$ cat src/hdl/vdec_defs.svh
//**************************************************************************
// Widths and instruction field positions for the vector decoder.
// Field positions follow the RVV 1.0 OP-V and LOAD-FP/STORE-FP layouts.
// vd, vs1 and vs2 positions are derived from these macros.
//**************************************************************************
`ifndef VDEC_DEFS_SVH
`define VDEC_DEFS_SVH

`define VDEC_INSTR_W     32
`define VDEC_REG_W       5
// registered stages between instr and ctrl
`define VDEC_PIPE_DEPTH  3

// bit positions inside the instruction word
`define VDEC_OPCODE_MSB  6
`define VDEC_FUNCT3_LSB  12
`define VDEC_FUNCT6_LSB  26
`define VDEC_VM_BIT      25
`define VDEC_MOP_LSB     26

`endif

$ cat src/hdl/vdec_isa_pkg.sv
//**************************************************************************
// Raw instruction encodings, values as in RVV 1.0.
// Only the integer OPI/OPM subset handled by the decoder is listed.
//**************************************************************************
package vdec_isa_pkg;

  typedef enum logic [6:0] {
    LOAD_FP  = 7'h07,
    STORE_FP = 7'h27,
    VECTOR   = 7'h57
  } opcode_t;

  typedef enum logic [2:0] {
    OPIVV = 3'd0,
    OPFVV = 3'd1,
    OPMVV = 3'd2,
    OPIVI = 3'd3,
    OPIVX = 3'd4,
    OPFVF = 3'd5,
    OPMVX = 3'd6,
    OPCFG = 3'd7
  } vfunct3_t;

  // funct6 under OPIVV/OPIVX/OPIVI
  typedef enum logic [5:0] {
    VADD   = 6'b000000, VSUB   = 6'b000010, VRSUB  = 6'b000011,
    VMINU  = 6'b000100, VMIN   = 6'b000101, VMAXU  = 6'b000110,
    VMAX   = 6'b000111, VAND   = 6'b001001, VOR    = 6'b001010,
    VXOR   = 6'b001011, VMSEQ  = 6'b011000, VMSNE  = 6'b011001,
    VMSLTU = 6'b011010, VMSLT  = 6'b011011, VMSLEU = 6'b011100,
    VMSLE  = 6'b011101, VMSGTU = 6'b011110, VMSGT  = 6'b011111,
    VSLL   = 6'b100101, VSRL   = 6'b101000, VSRA   = 6'b101001
  } vopi_t;

  // funct6 under OPMVV/OPMVX
  typedef enum logic [5:0] {
    VREDSUM  = 6'b000000, VREDAND  = 6'b000001, VREDOR   = 6'b000010,
    VREDXOR  = 6'b000011, VREDMINU = 6'b000100, VREDMIN  = 6'b000101,
    VREDMAXU = 6'b000110, VREDMAX  = 6'b000111, VDIVU    = 6'b100000,
    VDIV     = 6'b100001, VREMU    = 6'b100010, VREM     = 6'b100011,
    VMULHU   = 6'b100100, VMUL     = 6'b100101, VMULHSU  = 6'b100110,
    VMULH    = 6'b100111
  } vopm_t;

  // element width of vector loads and stores
  typedef enum logic [2:0] {
    WIDTH8  = 3'd0,
    WIDTH16 = 3'd5,
    WIDTH32 = 3'd6
  } width_t;

  typedef enum logic [1:0] {
    MOP_UNIT    = 2'd0,
    MOP_STRIDED = 2'd2
  } mop_t;

endpackage

$ cat src/hdl/vdec_ctrl_pkg.sv
//**************************************************************************
// Decoded result types and the structs carried between decode stages.
// Struct layouts are packed; downstream users slice by member name only.
//**************************************************************************
`include "vdec_defs.svh"

package vdec_ctrl_pkg;

  typedef enum logic [5:0] {
    BAD_OP,
    OP_VADD, OP_VSUB, OP_VRSUB, OP_VMINU, OP_VMIN, OP_VMAXU, OP_VMAX,
    OP_VAND, OP_VOR, OP_VXOR,
    OP_VMSEQ, OP_VMSNE, OP_VMSLTU, OP_VMSLT, OP_VMSLEU, OP_VMSLE, OP_VMSGTU, OP_VMSGT,
    OP_VSLL, OP_VSRL, OP_VSRA,
    OP_VREDSUM, OP_VREDAND, OP_VREDOR, OP_VREDXOR,
    OP_VREDMINU, OP_VREDMIN, OP_VREDMAXU, OP_VREDMAX,
    OP_VMUL, OP_VMULH, OP_VMULHU, OP_VMULHSU,
    OP_VDIVU, OP_VDIV, OP_VREMU, OP_VREM
  } vop_t;

  typedef enum logic [2:0] {ARITH, RED, MUL, DIV, LOAD_UNIT, STORE_UNIT} fu_type_t;

  typedef enum logic [3:0] {
    VALU_ADD, VALU_SUB, VALU_AND, VALU_OR, VALU_XOR,
    VALU_SLL, VALU_SRL, VALU_SRA, VALU_COMP, VALU_MM
  } valu_op_t;

  typedef enum logic [2:0] {VSEQ, VSNE, VSLTU, VSLT, VSLEU, VSLE, VSGTU, VSGT} comp_type_t;
  typedef enum logic [1:0] {MIN, MINU, MAX, MAXU} minmax_t;
  typedef enum logic [1:0] {UNSIGNED, SIGNED, UNSIGNED_SIGNED} sign_t;
  typedef enum logic [1:0] {NOT_CFG, VSETVLI, VSETIVLI, VSETVL} cfg_sel_t;
  typedef enum logic [1:0] {V, X, I} operand_src_t;

  // stage 1 output, raw fields plus coarse class
  typedef struct packed {
    vdec_isa_pkg::opcode_t  opcode;
    vdec_isa_pkg::vfunct3_t funct3;
    logic [5:0]             funct6;
    logic [`VDEC_REG_W-1:0] vs1;
    logic [`VDEC_REG_W-1:0] vs2;
    logic [`VDEC_REG_W-1:0] vd;
    logic                   vm;
    vdec_isa_pkg::mop_t     mop;
    vdec_isa_pkg::width_t   mem_width;
    logic                   is_load;
    logic                   is_store;
    logic                   is_vopi;
    logic                   is_vopm;
    cfg_sel_t               cfg_sel;
  } vdec_fields_t;

  // stage 2 output
  typedef struct packed {
    vdec_fields_t fields;
    vop_t         vop;
    logic         illegal;
  } vdec_op_t;

  // final control word
  typedef struct packed {
    vop_t                   vop;
    fu_type_t               fu_type;
    valu_op_t               aluop;
    comp_type_t             comp_type;
    minmax_t                minmax_type;
    sign_t                  is_signed;
    cfg_sel_t               cfg_sel;
    operand_src_t           rs1_type;
    operand_src_t           rs2_type;
    logic [1:0]             stride_type;
    logic [1:0]             wen;
    logic                   dren;
    logic                   dwen;
    logic                   illegal;
    logic                   de_en;
    logic [`VDEC_REG_W-1:0] vd;
    logic [`VDEC_REG_W-1:0] vs1;
    logic [`VDEC_REG_W-1:0] vs2;
  } vdec_ctrl_t;

endpackage

$ cat src/hdl/vdec_ctrl_stage.sv
//**************************************************************************
// Decode stage 3. Expands the operation code into the control word.
// Loads and stores carry BAD_OP from stage 2 but are not flagged illegal.
//**************************************************************************
`timescale 1ns/1ps

module vdec_ctrl_stage
  import vdec_isa_pkg::*;
  import vdec_ctrl_pkg::*;
(
  input  logic       clk,
  input  logic       rst_n,
  input  logic       o_valid,
  input  vdec_op_t   op,
  output logic       ctrl_valid,
  output vdec_ctrl_t ctrl
);

  vdec_ctrl_t ctrl_d;
  logic       is_mem;
  logic       vec_op;
  logic       strided;

  assign is_mem  = op.fields.is_load || op.fields.is_store;
  assign vec_op  = op.fields.opcode == VECTOR;
  assign strided = is_mem && (op.fields.mop == MOP_STRIDED);

  always_comb begin
    ctrl_d.vop     = op.vop;
    ctrl_d.cfg_sel = op.fields.cfg_sel;
    ctrl_d.vd      = op.fields.vd;
    ctrl_d.vs1     = op.fields.vs1;
    ctrl_d.vs2     = op.fields.vs2;
    ctrl_d.dren    = op.fields.is_load;
    ctrl_d.dwen    = op.fields.is_store;
    // memory ops are decoded by the load/store path, not the vector op map
    ctrl_d.illegal = op.illegal && !is_mem;
    ctrl_d.de_en   = vec_op && !op.illegal && (op.fields.cfg_sel == NOT_CFG);

    // unit select, illegal and config fall through to ARITH
    if (op.fields.is_load) begin
      ctrl_d.fu_type = LOAD_UNIT;
    end else if (op.fields.is_store) begin
      ctrl_d.fu_type = STORE_UNIT;
    end else begin
      case (op.vop)
        OP_VREDSUM, OP_VREDAND, OP_VREDOR, OP_VREDXOR,
        OP_VREDMINU, OP_VREDMIN, OP_VREDMAXU, OP_VREDMAX: ctrl_d.fu_type = RED;
        OP_VMUL, OP_VMULH, OP_VMULHU, OP_VMULHSU:         ctrl_d.fu_type = MUL;
        OP_VDIVU, OP_VDIV, OP_VREMU, OP_VREM:             ctrl_d.fu_type = DIV;
        default:                                          ctrl_d.fu_type = ARITH;
      endcase
    end

    case (op.vop)
      OP_VADD, OP_VREDSUM:                  ctrl_d.aluop = VALU_ADD;
      OP_VSUB, OP_VRSUB:                    ctrl_d.aluop = VALU_SUB;
      OP_VAND, OP_VREDAND:                  ctrl_d.aluop = VALU_AND;
      OP_VOR, OP_VREDOR:                    ctrl_d.aluop = VALU_OR;
      OP_VXOR, OP_VREDXOR:                  ctrl_d.aluop = VALU_XOR;
      OP_VSRL:                              ctrl_d.aluop = VALU_SRL;
      OP_VSRA:                              ctrl_d.aluop = VALU_SRA;
      OP_VMSEQ, OP_VMSNE, OP_VMSLTU, OP_VMSLT,
      OP_VMSLEU, OP_VMSLE, OP_VMSGTU, OP_VMSGT: ctrl_d.aluop = VALU_COMP;
      OP_VMINU, OP_VMIN, OP_VMAXU, OP_VMAX,
      OP_VREDMINU, OP_VREDMIN, OP_VREDMAXU, OP_VREDMAX: ctrl_d.aluop = VALU_MM;
      default:                              ctrl_d.aluop = VALU_SLL;
    endcase

    case (op.vop)
      OP_VMSNE:  ctrl_d.comp_type = VSNE;
      OP_VMSLTU: ctrl_d.comp_type = VSLTU;
      OP_VMSLT:  ctrl_d.comp_type = VSLT;
      OP_VMSLEU: ctrl_d.comp_type = VSLEU;
      OP_VMSLE:  ctrl_d.comp_type = VSLE;
      OP_VMSGTU: ctrl_d.comp_type = VSGTU;
      OP_VMSGT:  ctrl_d.comp_type = VSGT;
      default:   ctrl_d.comp_type = VSEQ;
    endcase

    case (op.vop)
      OP_VMINU, OP_VREDMINU: ctrl_d.minmax_type = MINU;
      OP_VMAX, OP_VREDMAX:   ctrl_d.minmax_type = MAX;
      OP_VMAXU, OP_VREDMAXU: ctrl_d.minmax_type = MAXU;
      default:               ctrl_d.minmax_type = MIN;
    endcase

    case (op.vop)
      OP_VADD, OP_VSUB, OP_VRSUB, OP_VMIN, OP_VMAX, OP_VMSEQ, OP_VMSNE,
      OP_VMSLT, OP_VMSLE, OP_VMSGT, OP_VREDSUM, OP_VREDMIN, OP_VREDMAX,
      OP_VMUL, OP_VMULH, OP_VDIV, OP_VREM: ctrl_d.is_signed = SIGNED;
      // vs2 signed, vs1 unsigned
      OP_VMULHSU:                          ctrl_d.is_signed = UNSIGNED_SIGNED;
      default:                             ctrl_d.is_signed = UNSIGNED;
    endcase

    // scalar rs1 for memory base, .vx forms and vsetvl(i) avl
    if (is_mem || (vec_op && (op.fields.funct3 inside {OPIVX, OPMVX})) ||
        (op.fields.cfg_sel inside {VSETVLI, VSETVL})) begin
      ctrl_d.rs1_type = X;
    end else if (vec_op && (op.fields.funct3 inside {OPIVI, OPCFG})) begin
      ctrl_d.rs1_type = I;
    end else begin
      ctrl_d.rs1_type = V;
    end

    ctrl_d.stride_type = strided ? 2'd1 : 2'd0;
    ctrl_d.rs2_type    = strided ? X : V;

    if (op.fields.is_load || ((op.fields.is_vopi || op.fields.is_vopm) && !op.illegal)) begin
      ctrl_d.wen = 2'b11;
    end else begin
      ctrl_d.wen = 2'b00;
    end
  end

  always_ff @(posedge clk or negedge rst_n) begin
    if (!rst_n) begin
      ctrl_valid <= 1'b0;
    end else begin
      ctrl_valid <= o_valid;
    end
  end

  always_ff @(posedge clk) begin
    ctrl <= ctrl_d;
  end

  a_dren_dwen_excl: assert property (@(posedge clk) disable iff (!rst_n)
    ctrl_valid |-> !(ctrl.dren && ctrl.dwen));

endmodule

$ cat src/hdl/vdec_field_stage.sv
//**************************************************************************
// Decode stage 1. Slices the instruction and classifies it, one cycle.
// Loads and stores are only recognised at widths 8, 16 and 32.
//**************************************************************************
`timescale 1ns/1ps
`include "vdec_defs.svh"

module vdec_field_stage
  import vdec_isa_pkg::*;
  import vdec_ctrl_pkg::*;
(
  input  logic                     clk,
  input  logic                     rst_n,
  input  logic                     instr_valid,
  input  logic [`VDEC_INSTR_W-1:0] instr,
  output logic                     f_valid,
  output vdec_fields_t             fields
);

  vdec_fields_t fields_d;
  opcode_t      opcode;
  vfunct3_t     funct3;
  logic         width_ok;

  assign opcode   = opcode_t'(instr[`VDEC_OPCODE_MSB:0]);
  assign funct3   = vfunct3_t'(instr[`VDEC_FUNCT3_LSB +: 3]);
  // memory width shares the funct3 slot
  assign width_ok = width_t'(funct3) inside {WIDTH8, WIDTH16, WIDTH32};

  always_comb begin
    fields_d.opcode    = opcode;
    fields_d.funct3    = funct3;
    fields_d.funct6    = instr[`VDEC_FUNCT6_LSB +: 6];
    fields_d.vd        = instr[`VDEC_OPCODE_MSB+1 +: `VDEC_REG_W];
    fields_d.vs1       = instr[`VDEC_FUNCT3_LSB+3 +: `VDEC_REG_W];
    fields_d.vs2       = instr[`VDEC_VM_BIT-`VDEC_REG_W +: `VDEC_REG_W];
    fields_d.vm        = instr[`VDEC_VM_BIT];
    fields_d.mop       = mop_t'(instr[`VDEC_MOP_LSB +: 2]);
    fields_d.mem_width = width_t'(funct3);
    fields_d.is_load   = (opcode == LOAD_FP) && width_ok;
    fields_d.is_store  = (opcode == STORE_FP) && width_ok;
    fields_d.is_vopi   = (opcode == VECTOR) && (funct3 inside {OPIVV, OPIVI, OPIVX});
    fields_d.is_vopm   = (opcode == VECTOR) && (funct3 inside {OPMVV, OPMVX});

    // vsetvli 0x, vsetivli 11, vsetvl 10 in bits 31:30
    fields_d.cfg_sel = NOT_CFG;
    if ((opcode == VECTOR) && (funct3 == OPCFG)) begin
      if (!instr[`VDEC_INSTR_W-1]) begin
        fields_d.cfg_sel = VSETVLI;
      end else if (instr[`VDEC_INSTR_W-2]) begin
        fields_d.cfg_sel = VSETIVLI;
      end else begin
        fields_d.cfg_sel = VSETVL;
      end
    end
  end

  always_ff @(posedge clk or negedge rst_n) begin
    if (!rst_n) begin
      f_valid <= 1'b0;
    end else begin
      f_valid <= instr_valid;
    end
  end

  always_ff @(posedge clk) begin
    fields <= fields_d;
  end

  // one opcode can never be both memory directions
  a_ld_st_excl: assert property (@(posedge clk) disable iff (!rst_n)
    f_valid |-> !(fields.is_load && fields.is_store));

endmodule

$ cat src/hdl/vdec_op_stage.sv
//**************************************************************************
// Decode stage 2. Maps funct6 and funct3 to a single operation code.
// Anything outside the kept OPI/OPM subset comes out as BAD_OP/illegal,
// which includes loads, stores and config instructions at this point.
//**************************************************************************
`timescale 1ns/1ps

module vdec_op_stage
  import vdec_isa_pkg::*;
  import vdec_ctrl_pkg::*;
(
  input  logic         clk,
  input  logic         rst_n,
  input  logic         f_valid,
  input  vdec_fields_t fields,
  output logic         o_valid,
  output vdec_op_t     op
);

  vopi_t    opi_code;
  vopm_t    opm_code;
  logic     form_vvx;
  logic     form_vxi;
  logic     form_mvv;
  vop_t     vop_d;
  vdec_op_t op_d;

  assign opi_code = vopi_t'(fields.funct6);
  assign opm_code = vopm_t'(fields.funct6);

  // operand forms each operation accepts
  assign form_vvx  = fields.funct3 inside {OPIVV, OPIVX};
  assign form_vxi  = fields.funct3 inside {OPIVX, OPIVI};
  assign form_mvv  = fields.funct3 == OPMVV;

  always_comb begin
    vop_d = BAD_OP;
    if (fields.is_vopi) begin
      // is_vopi already limits funct3 to VV/VX/VI, so all-form ops need no check
      case (opi_code)
        VADD:    vop_d = OP_VADD;
        VSUB:    vop_d = form_vvx  ? OP_VSUB   : BAD_OP;
        VRSUB:   vop_d = form_vxi  ? OP_VRSUB  : BAD_OP;
        VMINU:   vop_d = form_vvx  ? OP_VMINU  : BAD_OP;
        VMIN:    vop_d = form_vvx  ? OP_VMIN   : BAD_OP;
        VMAXU:   vop_d = form_vvx  ? OP_VMAXU  : BAD_OP;
        VMAX:    vop_d = form_vvx  ? OP_VMAX   : BAD_OP;
        VAND:    vop_d = OP_VAND;
        VOR:     vop_d = OP_VOR;
        VXOR:    vop_d = OP_VXOR;
        VMSEQ:   vop_d = OP_VMSEQ;
        VMSNE:   vop_d = OP_VMSNE;
        VMSLTU:  vop_d = form_vvx  ? OP_VMSLTU : BAD_OP;
        VMSLT:   vop_d = form_vvx  ? OP_VMSLT  : BAD_OP;
        VMSLEU:  vop_d = OP_VMSLEU;
        VMSLE:   vop_d = OP_VMSLE;
        VMSGTU:  vop_d = form_vxi  ? OP_VMSGTU : BAD_OP;
        VMSGT:   vop_d = form_vxi  ? OP_VMSGT  : BAD_OP;
        VSLL:    vop_d = OP_VSLL;
        VSRL:    vop_d = OP_VSRL;
        VSRA:    vop_d = OP_VSRA;
        default: vop_d = BAD_OP;
      endcase
    end else if (fields.is_vopm) begin
      // is_vopm already limits funct3 to MVV/MVX, so mul and div need no form check
      case (opm_code)
        VREDSUM:  vop_d = form_mvv ? OP_VREDSUM  : BAD_OP;
        VREDAND:  vop_d = form_mvv ? OP_VREDAND  : BAD_OP;
        VREDOR:   vop_d = form_mvv ? OP_VREDOR   : BAD_OP;
        VREDXOR:  vop_d = form_mvv ? OP_VREDXOR  : BAD_OP;
        VREDMINU: vop_d = form_mvv ? OP_VREDMINU : BAD_OP;
        VREDMIN:  vop_d = form_mvv ? OP_VREDMIN  : BAD_OP;
        VREDMAXU: vop_d = form_mvv ? OP_VREDMAXU : BAD_OP;
        VREDMAX:  vop_d = form_mvv ? OP_VREDMAX  : BAD_OP;
        VMUL:     vop_d = OP_VMUL;
        VMULH:    vop_d = OP_VMULH;
        VMULHU:   vop_d = OP_VMULHU;
        VMULHSU:  vop_d = OP_VMULHSU;
        VDIVU:    vop_d = OP_VDIVU;
        VDIV:     vop_d = OP_VDIV;
        VREMU:    vop_d = OP_VREMU;
        VREM:     vop_d = OP_VREM;
        default:  vop_d = BAD_OP;
      endcase
    end
  end

  always_comb begin
    op_d.fields  = fields;
    op_d.vop     = vop_d;
    op_d.illegal = (vop_d == BAD_OP);
  end

  always_ff @(posedge clk or negedge rst_n) begin
    if (!rst_n) begin
      o_valid <= 1'b0;
    end else begin
      o_valid <= f_valid;
    end
  end

  always_ff @(posedge clk) begin
    op <= op_d;
  end

  // a legal op belongs to exactly one of the OPI and OPM classes
  a_legal_one_class: assert property (@(posedge clk) disable iff (!rst_n)
    o_valid && !op.illegal |-> (op.fields.is_vopi != op.fields.is_vopm));

endmodule

$ cat src/hdl/vector_decode_top.sv
//**************************************************************************
// Three-stage vector instruction decoder, no back-pressure.
// ctrl_valid follows instr_valid three clocks later, in order.
//**************************************************************************
`timescale 1ns/1ps
`include "vdec_defs.svh"

module vector_decode_top
  import vdec_ctrl_pkg::*;
(
  input  logic                     clk,
  input  logic                     rst_n,
  input  logic                     instr_valid,
  input  logic [`VDEC_INSTR_W-1:0] instr,
  output logic                     ctrl_valid,
  output vdec_ctrl_t               ctrl
);

  logic         f_valid;
  vdec_fields_t fields;
  logic         o_valid;
  vdec_op_t     op;

  vdec_field_stage field_stage_i (
    .clk         (clk),
    .rst_n       (rst_n),
    .instr_valid (instr_valid),
    .instr       (instr),
    .f_valid     (f_valid),
    .fields      (fields)
  );

  vdec_op_stage op_stage_i (
    .clk     (clk),
    .rst_n   (rst_n),
    .f_valid (f_valid),
    .fields  (fields),
    .o_valid (o_valid),
    .op      (op)
  );

  vdec_ctrl_stage ctrl_stage_i (
    .clk        (clk),
    .rst_n      (rst_n),
    .o_valid    (o_valid),
    .op         (op),
    .ctrl_valid (ctrl_valid),
    .ctrl       (ctrl)
  );

endmodule

$ cat config.mk
export PLATFORM = sky130hd
export DESIGN_NAME = vector_decode_top
export DESIGN_NICKNAME = d
export VERILOG_FILES = /design/src/hdl/vdec_isa_pkg.sv /design/src/hdl/vdec_ctrl_pkg.sv /design/src/hdl/vdec_ctrl_stage.sv /design/src/hdl/vdec_field_stage.sv /design/src/hdl/vdec_op_stage.sv /design/src/hdl/vector_decode_top.sv
export VERILOG_INCLUDE_DIRS = /design/src /design/src/hdl
export SDC_FILE = /design/constraint.sdc
export NUM_CORES = 1
export LEC_CHECK = 0
export BUFFER_PORTS_ARGS = -buffer_cell sky130_fd_sc_hd__buf_2
export CAP_MARGIN = 15
export CORE_ASPECT_RATIO = 0.5
export CORE_UTILIZATION = 52
export DETAILED_ROUTE_END_ITERATION = 12
export MAX_ROUTING_LAYER = met4
export PLACE_DENSITY = 0.86
export SLEW_MARGIN = 20
export SYNTH_ARGS = -nofsm -noshare
export SYNTH_HDL_FRONTEND = slang
export SYNTH_SLANG_ARGS = --single-unit
$ cat constraint.sdc
create_clock -name clk -period 3.55 [get_ports clk]
set_clock_uncertainty 0.15 [all_clocks]
set_input_delay 1.065 -clock clk [delete_from_list [all_inputs] [get_ports clk]]
set_output_delay 1.065 -clock clk [all_outputs]
set_load 0.1 [all_outputs]
* Word-level counts from Yosys, hierarchy flattened *
Memory sizes are Yosys's and may differ from the RTL's. A register that Yosys moved wholly into a read port is not among the register bits.
Cells that the tools add are included.

word-level totals
  bits in registers = 123
  bits in latches = 0
  memory bits (writable) = 0
  ROM bits = 384
  input port bits = 35
  output and inout port bits = 50
  logic and storage cells = 176
  memories kept = 3

cells by class
  add/subtract/negate cells = 0
  multipliers = 0
  div/mod/pow operators = 0
  magnitude comparators = 0
  equality and inequality tests = 61
  shift operators = 0
  multiplexer cells = 30
  bitwise gates (word level) = 0
  reduce and logical (&&, ||, !) cells = 37

memories
  memory           depth  bits a word  rd ports  clocked after Yosys merged registers in  wr ports  line                   RTL
  (no name shown)  64     2            1         1                                        0         vdec_ctrl_stage.sv:46  case (op.vop)
  (no name shown)  32     4            1         1                                        0         vdec_ctrl_stage.sv:55  case (op.vop)
  (no name shown)  64     2            1         1                                        0         vdec_ctrl_stage.sv:88  case (op.vop)

operator list
  operator                                       count
  case mux 6 bit (21 select lines)               1
  case mux 6 bit (16 select lines)               1
  == test 6 x 5 -> 1 bit, second input constant  14
  == test 6 bit, second input constant           10
  2-to-1 mux 5 bit                               10
  == test 6 x 3 -> 1 bit, second input constant  7
  == test 6 x 4 -> 1 bit, second input constant  7
  == test 3 bit, second input constant           8
  case mux 3 bit (7 select lines)                1
  == test 3 x 2 -> 1 bit, second input constant  5
  == test 7 bit, second input constant           2
  == test 6 x 2 -> 1 bit, second input constant  2
  logical AND 1 bit                              12
  zero test 6 bit                                2
  2-to-1 mux 3 bit                               4
  2-to-1 mux 6 bit                               2
  nonzero test 2 bit                             6
  2-to-1 mux 2 bit                               4
  2-to-1 mux 4 bit                               2
  OR reduction 2 bit                             4
  == test 7 x 3 -> 1 bit, second input constant  1
  == test 7 x 6 -> 1 bit, second input constant  1
  == test 6 x 1 -> 1 bit, second input constant  1
  zero test 3 bit                                2
  other kinds (9)                                19

* Longest topological paths before layout *
Gate-level depths: netlist of the first run.

  word-level depth = 6
  mapped depth = 11
  mapped depth without buffers = 9

* Cells and area by module *
From an unflattened synthesis of the first run, not the netlist that was laid out.

second synthesis, totals
  cell total of the unflattened synthesis = 366
  area, all modules = 4197.8 µm²

by module, submodules not included
  module            times used  cells an instance  area an instance (µm²)  sequential area each (µm²)
  vdec_op_stage     1           156                1666.6                  1026.0
  vdec_ctrl_stage   1           147                1567.8                  925.9
  vdec_field_stage  1           63                 963.4                   785.8

* Least setup slack after synthesis of the first run *
No wires, ideal clock.

  path kind = register to output
  start point = register, netlist name ctrl_stage_i.ctrl[19]
  end point = output port ctrl[20] in the netlist's numbering
  arrival = 1.356 ns
  data required time = 2.335 ns
  path slack = 0.979 ns
  cell stages (with the launch flop) = 2
  buffers on the path = 1
  cells stage by stage = dfxtp_1 buf_4

RTL lines
  what              line                     RTL
  end: declaration  vector_decode_top.sv:16  output vdec_ctrl_t ctrl

==> results of run 1 <==
==> worst max-delay path, cell delays in order, from the launching register on <==
cell and delay, ns:
dfxtp_1 0.68, nand2b_1 0.22, o31a_1 0.29, o221a_4 0.28, o21a_1 0.15, or2_2 0.32
ha_1 0.21, mux2_1 0.28, a22o_1 0.17
==> routing by layer <==
layer / global-route usage (%) / up-vias / share of wire (%) / wire [um]
li1: - / 1355 / - / -
met1: 25.8 / 1255 / 45 / 3400
met2: 33.3 / 104 / 47 / 3600
met3: 9.49 / 6 / 7.2 / 546
met4: 8.18 / 0 / 0.70 / 53
met5: - / - / 0 / 0
==> final timing paths <==
check | startpoint | to | slack, ns | cells past startpoint
min | field_stage_i.fields[12]$_DFF_P_ | op_stage_i.op[19]$_DFF_P_ | 0.17 | 0
max in group asynchronous | rst_n | ctrl_stage_i.ctrl_valid$_DFF_PN0_ | 2.84 | 1
max | field_stage_i.fields[30]$_DFF_P_ | flop | 0.69 | 8
max reg2reg | field_stage_i.fields[30]$_DFF_P_ | flop | 0.69 | 8
min reg2reg | field_stage_i.fields[12]$_DFF_P_ | op_stage_i.op[19]$_DFF_P_ | 0.17 | 0
min in group asynchronous | rst_n | field_stage_i.f_valid$_DFF_PN0_ | 0.30 | 1
==> through the flow <==
stage / utilization, % / power, W / hold WS, ns / std cells
final: 71.0 / 0.00344 / 0.173 / 527
after global routing: 71.0 / 0.00356 / 0.180 / 527
after CTS: 71.0 / 0.00347 / 0.173 / 527
after detailed placement: 62.0 / 0.00168 / 0.162 / 495
after global placement: 62.0 / 0.00168 / 0.160 / 495
after floorplan: - / 0.00164 / 0.160 / 343
==> layout make-up <==
type	count	area, sq um
clock buffers	22	464
clock inverters	10	160
fillers	479	2010
inverters	11	41.3
multi-input cells	183	1170
flip-flops and latches	127	2560
well taps	92	115
repair buffers	82	413
==> cell families after synthesis <==
family                     share of synthesized area (%)
buffers and inverters                               3.69
muxes                                              0.582
DFF                                                 66.1
adders and majority gates                          0.971
AOI/OAI and AO/OA                                   12.2
and+or+nand+nor                                     15.0
other                                             0.0970
xor gates and xnor gates                            1.36
==> cells in the final DEF (no fill, tap or decap), drive strengths merged, types with 4 or more instances in the layout <==
| cell type | instances |
|---|---|
| nand3b | 5 |
| bufinv | 4 |
| clkinv | 5 |
| nand2b | 8 |
| inv | 11 |
| xor2 | 4 |
| nor3 | 13 |
| nor2 | 24 |
| clkbuf | 22 |
| o21ai | 15 |
| a21oi | 12 |
| nand2 | 18 |
| a31oi | 7 |
| buf | 82 |
| dfxtp | 124 |
| nand3 | 6 |
==> sequential cells by signal, summed over array words and instances, names as in the netlist, named ones only <==
name	cells
field_stage_i.fields	37
op_stage_i.op	40
field_stage_i.f_valid	1
ctrl_stage_i.ctrl	45
ctrl_stage_i.ctrl_valid	1
op_stage_i.o_valid	1
==> power by group <==
| group | switching, W | internal [W] | leakage [nW] |
|---|---|---|---|
| logic | 0.000116 | 0.0000363 | 0.814 |
| clock network | 0.000577 | 0.00121 | 0.304 |
| registers | 0.0000306 | 0.00147 | 1.06 |
==> flow_summary_export.csv, run 1 <==
group,metric,value,unit
synthesis,synth_top_area_cell,"dfxtp_1",
status,status,"complete, no violations",
setup_path,required,3.70,ns
power,leakage,2.18,nW
grt,antenna_found_initial,0,
drt,vias,2720,
layout,fin_nets,460,
floorplanning,start_util,55.8,%
grt,grt_overflow,0,
sta,hold_viol_final,0,
synthesis,synthMostInstantiatedCell,"dfxtp_1",
drt,dr.first_iter.drc_count,325,
setup_path,path_max_fanout,17,
setup_path,worstPathArrival,3.01,ns
setup_path,cp-start-kind,"flop",
setup_path,cp-end-kind,"flop",
sta,final.period_utilization,80.7,%
sta,report.final.slew_viol_count,0,
sta,rsz0062_at_grt,"no",
clock_network,clkSinkCount,127,
layout,layout-area-overhead-vs-synth,27.3,%
sta,relSlewSlack,56.8,%
sta,finalCriticalPeriod,2.86,ns
floorplanning,core,6940,sq um
sta,fin_tns_setup,0,ns
floorplanning,fp-row-count,21,
synthesis,ys_dominant_reg_cell,"dfxtp_1",
layout,diodes,0,
placed_design,dp_slack,0.751,ns
floorplanning,pin_count,85,
drt,drtPass1Iterations,4,
drt,avgViaCountPerCell,5.16,
grt,grt_pass1_wl,12300,um
clock_network,cts_root_buf,"clkbuf_16",
synthesis,synth_common_cells,"124 x dfxtp_1, 24 x nor2_1, 18 x nand2_1",
sta,timing.fmax,0.349,GHz
synthesis,ys_seq_area_share,66.1,%
grt,grt_usage,22.0,%
setup_path,path_class,"flop to flop",
run,max_cap_viol_count,0,
drt,wirelength,7600,um
placed_design,gp_congestion,0.923,
synthesis,synth.area.top_cells,"dfxtp_1 64%, nor2_1 2.3%, dfrtp_1 1.9%, nand2_1 1.7%, nor3_1 1.7%",
sta,tightestPinTransition,0.647,ns
drt,wl_per_cell,14.4,um
floorplanning,die_area,7810,sq um
power,ir_worst_vdd,519,uV
grt,grt_pass1_vias,2527,
synthesis,syn_area,3870,sq um
synthesis,synth.avg_cell_area,11.3,sq um
synthesis,yosysWarnings,0,
placed_design,dpl_cell_area,4300,sq um
drt,ant_nets,0,
layout,final_area,4920,sq um
clock_network,cts_resized,0,
synthesis,postSynthCellCount,342,
layout,layout-drive-gt1-share,28.0,%
drt,drcViolationCount,0,
clock_network,clockBufferDepth,2,
sta,worst_slack,0.686,ns
floorplanning,chipHeight,63.0,um
clock_network,clkSlewWorstSetupHoldPaths,0.05,ns
synthesis,synth-seq-cells,127,
clock_network,holdBufCountCts,0,
clock_network,cts_buffers,17,
clock_network,clk_latency,0.40,ns
synthesis,async_flop_share,2.36,%
clock_network,post_cts_buffers,0,
hold_path,hold_path.class,"flop to flop",
grt,grt_start_max_net_pins,21,
synthesis,ys_types,63,
clock_network,cts_tree,"built",
power,power_density,700,nW/um^2
clock_network,htreeDepth,4,
sta,setup_viol,0,
synthesis,synth_top_area_share,64.2,%
placed_design,port_buffers,81,
synthesis,synth_edf_count,0,
placed_design,dp_hpwl,4730,um
floorplanning,dieWidth,124,um
No activity file was read; power rests on OpenSTA's default activity.
==> run 2: changes to the inputs <==
Settings changed: ABC_AREA set to 1, CORE_UTILIZATION 52 to 48, PLACE_DENSITY 0.86 to 0.84.
Clock period 3.55 ns to 2.4 ns, I/O delays scaled along.
==> flow_summary_export.csv, run 2 <==
group,metric,value,unit
sta,final.period_utilization,92.1,%
synthesis,ys_seq_area_share,65.0,%
layout,largest_reg_flops,45,
setup_path,path_max_fanout,9,
synthesis,synth_top_family_by_area,"simple AND/OR/NAND/NOR gates",
drt,drtPass1Iterations,5,
setup_path,cp-end-kind,"flop",
synthesis,synth-seq-cells,127,
floorplanning,fp-row-count,22,
grt,grt_pass1_vias,2836,
run,max_cap_viol_count,0,
layout,layout-area-overhead-vs-synth,29.8,%
layout,reg_top3,"ctrl_stage_i.ctrl x45, op_stage_i.op x40, field_stage_i.fields x37",
drt,vias,3048,
drt,drt-met1-wl,3630,um
setup_path,rrSetupSlack,0.19,ns
setup_path,cp-start-kind,"flop",
clock_network,clockBufferDepth,2,
drt,route.met3.wl,584,um
synthesis,synthMostInstantiatedCell,"dfxtp_1",
setup_path,path_class,"flop to flop",
clock_network,clk_latency,0.41,ns
power,leakage,2.49,nW
sta,rsz0062_at_grt,"no",
drt,ant_nets,0,
setup_path,path_cells,"nand2_1 > inv_1 > nand3_1 > nor2_1 > nor2_1 > nand4_1 > nand2_1 > inv_1 > ha_1 > nand4_1 > nand2_1",
synthesis,synth_top_area_cell,"dfxtp_1",
grt,grt_start_max_net_pins,17,
synthesis,syn_area,3930,sq um
grt,grt_usage,22.7,%
placed_design,dp_hpwl,5420,um
grt,grt_overflow,0,
synthesis,synth_top_area_share,63.1,%
power,power_density,1030,nW/um^2
setup_path,worstPathArrival,2.36,ns
sta,tightestPinTransition,0.526,ns
synthesis,synth.area.mux_share,0,%
floorplanning,core,7620,sq um
synthesis,yosys.area_share.xor_xnor,0,%
synthesis,async_flop_share,2.36,%
sta,worst_slack,0.190,ns
setup_path,r2r-start,"field_stage_i.fields[27]$_DFF_P_",
setup_path,cp_slowest_cell,"dfxtp_1",
setup_path,required,2.55,ns
placed_design,gp_congestion,0.921,
setup_path,cpPeakStageDelay,0.53,ns
hold_path,hold_path.class,"flop to flop",
synthesis,synthSimpleGateAreaFrac,22.6,%
clock_network,post_cts_buffers,0,
clock_network,cts_root_buf,"clkbuf_16",
drt,avgViaCountPerCell,4.85,
floorplanning,die_area,8580,sq um
power,power.total,0.00524,W
layout,diodes,0,
synthesis,synth_edf_count,0,
synthesis,synth_fa_ha_area_share,0.955,%
drt,wl_per_cell,13.3,um
status,status,"complete, no violations",
hold_path,worstHoldStart,"field_stage_i.fields[0]$_SDFF_PN0_",
floorplanning,chipHeight,66.0,um
placed_design,dp_slack,0.280,ns
sta,finalCriticalPeriod,2.21,ns
setup_path,path_buf_inv,2,
grt,grt_pass1_wl,13700,um
drt,dr.first_iter.drc_count,346,
synthesis,synth_compound_area_share,5.31,%
synthesis,synth.area.top_cells,"dfxtp_1 63%, nand2_1 5.7%, nor2_1 5.2%, nand3_1 4.8%, inv_1 4.3%",
layout,regMostFlops,"ctrl_stage_i.ctrl",
sta,timing.fmax,0.452,GHz
sta,relSlewSlack,64.6,%
drt,routed.top_layer,"met4",
sta,report.final.slew_viol_count,0,
layout,fillCellCount,576,
setup_path,crit_start,"field_stage_i.fields[27]$_DFF_P_",
floorplanning,dieWidth,130,um
synthesis,ys_dominant_reg_cell,"dfxtp_1",
synthesis,ys_types,35,
clock_network,holdBufCountCts,1,
power,ir_worst_vdd,576,uV
setup_path,critPathMostFrequentCell,"nand2_1",
drt,wl_met2,4060,um
synthesis,yosysWarnings,0,
clock_network,cts_resized,0,
synthesis,synth.avg_cell_area,9.59,sq um
layout,layout-drive-gt1-share,26.5,%
sta,fin_tns_setup,0,ns
floorplanning,start_util,51.6,%
clock_network,htreeDepth,4,
grt,antenna_found_initial,0,
clock_network,cts_buffers,17,
placed_design,port_buffers,81,
layout,final_core_util,67.0,%
drt,wirelength,8380,um
setup_path,cpLargestDelayFamily,"simple AND/OR/NAND/NOR gates",
sta,setup_viol,0,
synthesis,synth_common_cells,"124 x dfxtp_1, 60 x nand2_1, 55 x nor2_1",
clock_network,clkSlewWorstSetupHoldPaths,0.05,ns
layout,final_cell_mix,"124 x dfxtp_1, 81 x buf_2, 60 x nand2_1",
layout,fin_nets,545,
drt,drcViolationCount,0,
synthesis,postSynthCellCount,410,
sta,hold_viol_final,0,
layout,final_common_cell,"dfxtp_1",
clock_network,cts_tree,"built",
floorplanning,pin_count,85,
clock_network,clkSinkCount,127,
==> run 2: cell types whose count changed after synthesis, sizes merged, moves of 10 or more <==
cell / delta
clkbuf: -13
inv: +39
nand2: +50
nand3: +36
nor2: +39
nor3: -10
==> run 2: area by class of cell <==
type	count	area (sq um)	area share [%]
clock buffers	20	447	8.75
clock inverters	12	208	4.07
inverters	50	188	3.68
multi-input cells	227	1140	22.3
flip-flops and latches	127	2560	50.1
well taps	108	135	2.65
repair buffers	84	430	8.43
==> run 2: routing by layer <==
| metal | vias to the layer above | track usage (%) |
|---|---|---|
| met5 | - | - |
| met4 | 0 | 12.1 |
| met3 | 8 | 6.07 |
| met2 | 144 | 37.4 |
| met1 | 1383 | 25.6 |
| li1 | 1513 | - |
==> run 2: metrics by stage <==
stage                     area (sq um)  cells  hold WS [ns]
after floorplan                   3940    411         0.160
after global placement            4440    595         0.159
after detailed placement          4440    595         0.162
after CTS                         5110    628         0.174
after global routing              5110    628         0.180
final                             5110    628         0.171
==> run 2: power by group <==
group	switching (W)	internal (W)
logic	0.000198	0.0000505
registers	0.0000298	0.00218
clock network	0.000906	0.00188
total	0.00113	0.00411
==> run 2: worst paths after layout <==
check	end	cells past startpoint
worst max-delay path	flop	11
worst min-delay path	op_stage_i.op[7]$_DFF_P_	0
worst max register to register	flop	11
worst min register to register	op_stage_i.op[7]$_DFF_P_	0
max in group asynchronous	ctrl_stage_i.ctrl_valid$_DFF_PN0_	2
min in group asynchronous	field_stage_i.f_valid$_DFF_PN0_	2
==> run 2: cells by family (layout without fill, tap and decap cells) <==
| logic type | Yosys count | count (layout) |
|---|---|---|
| adder cells (fa/ha/maj) | 3 | 3 |
| buffers and inverters | 57 | 166 |
| flip-flops | 127 | 127 |
| AO/OA/AOI/OAI | 32 | 32 |
| other | 1 | 2 |
| AND/OR/NAND/NOR | 190 | 190 |
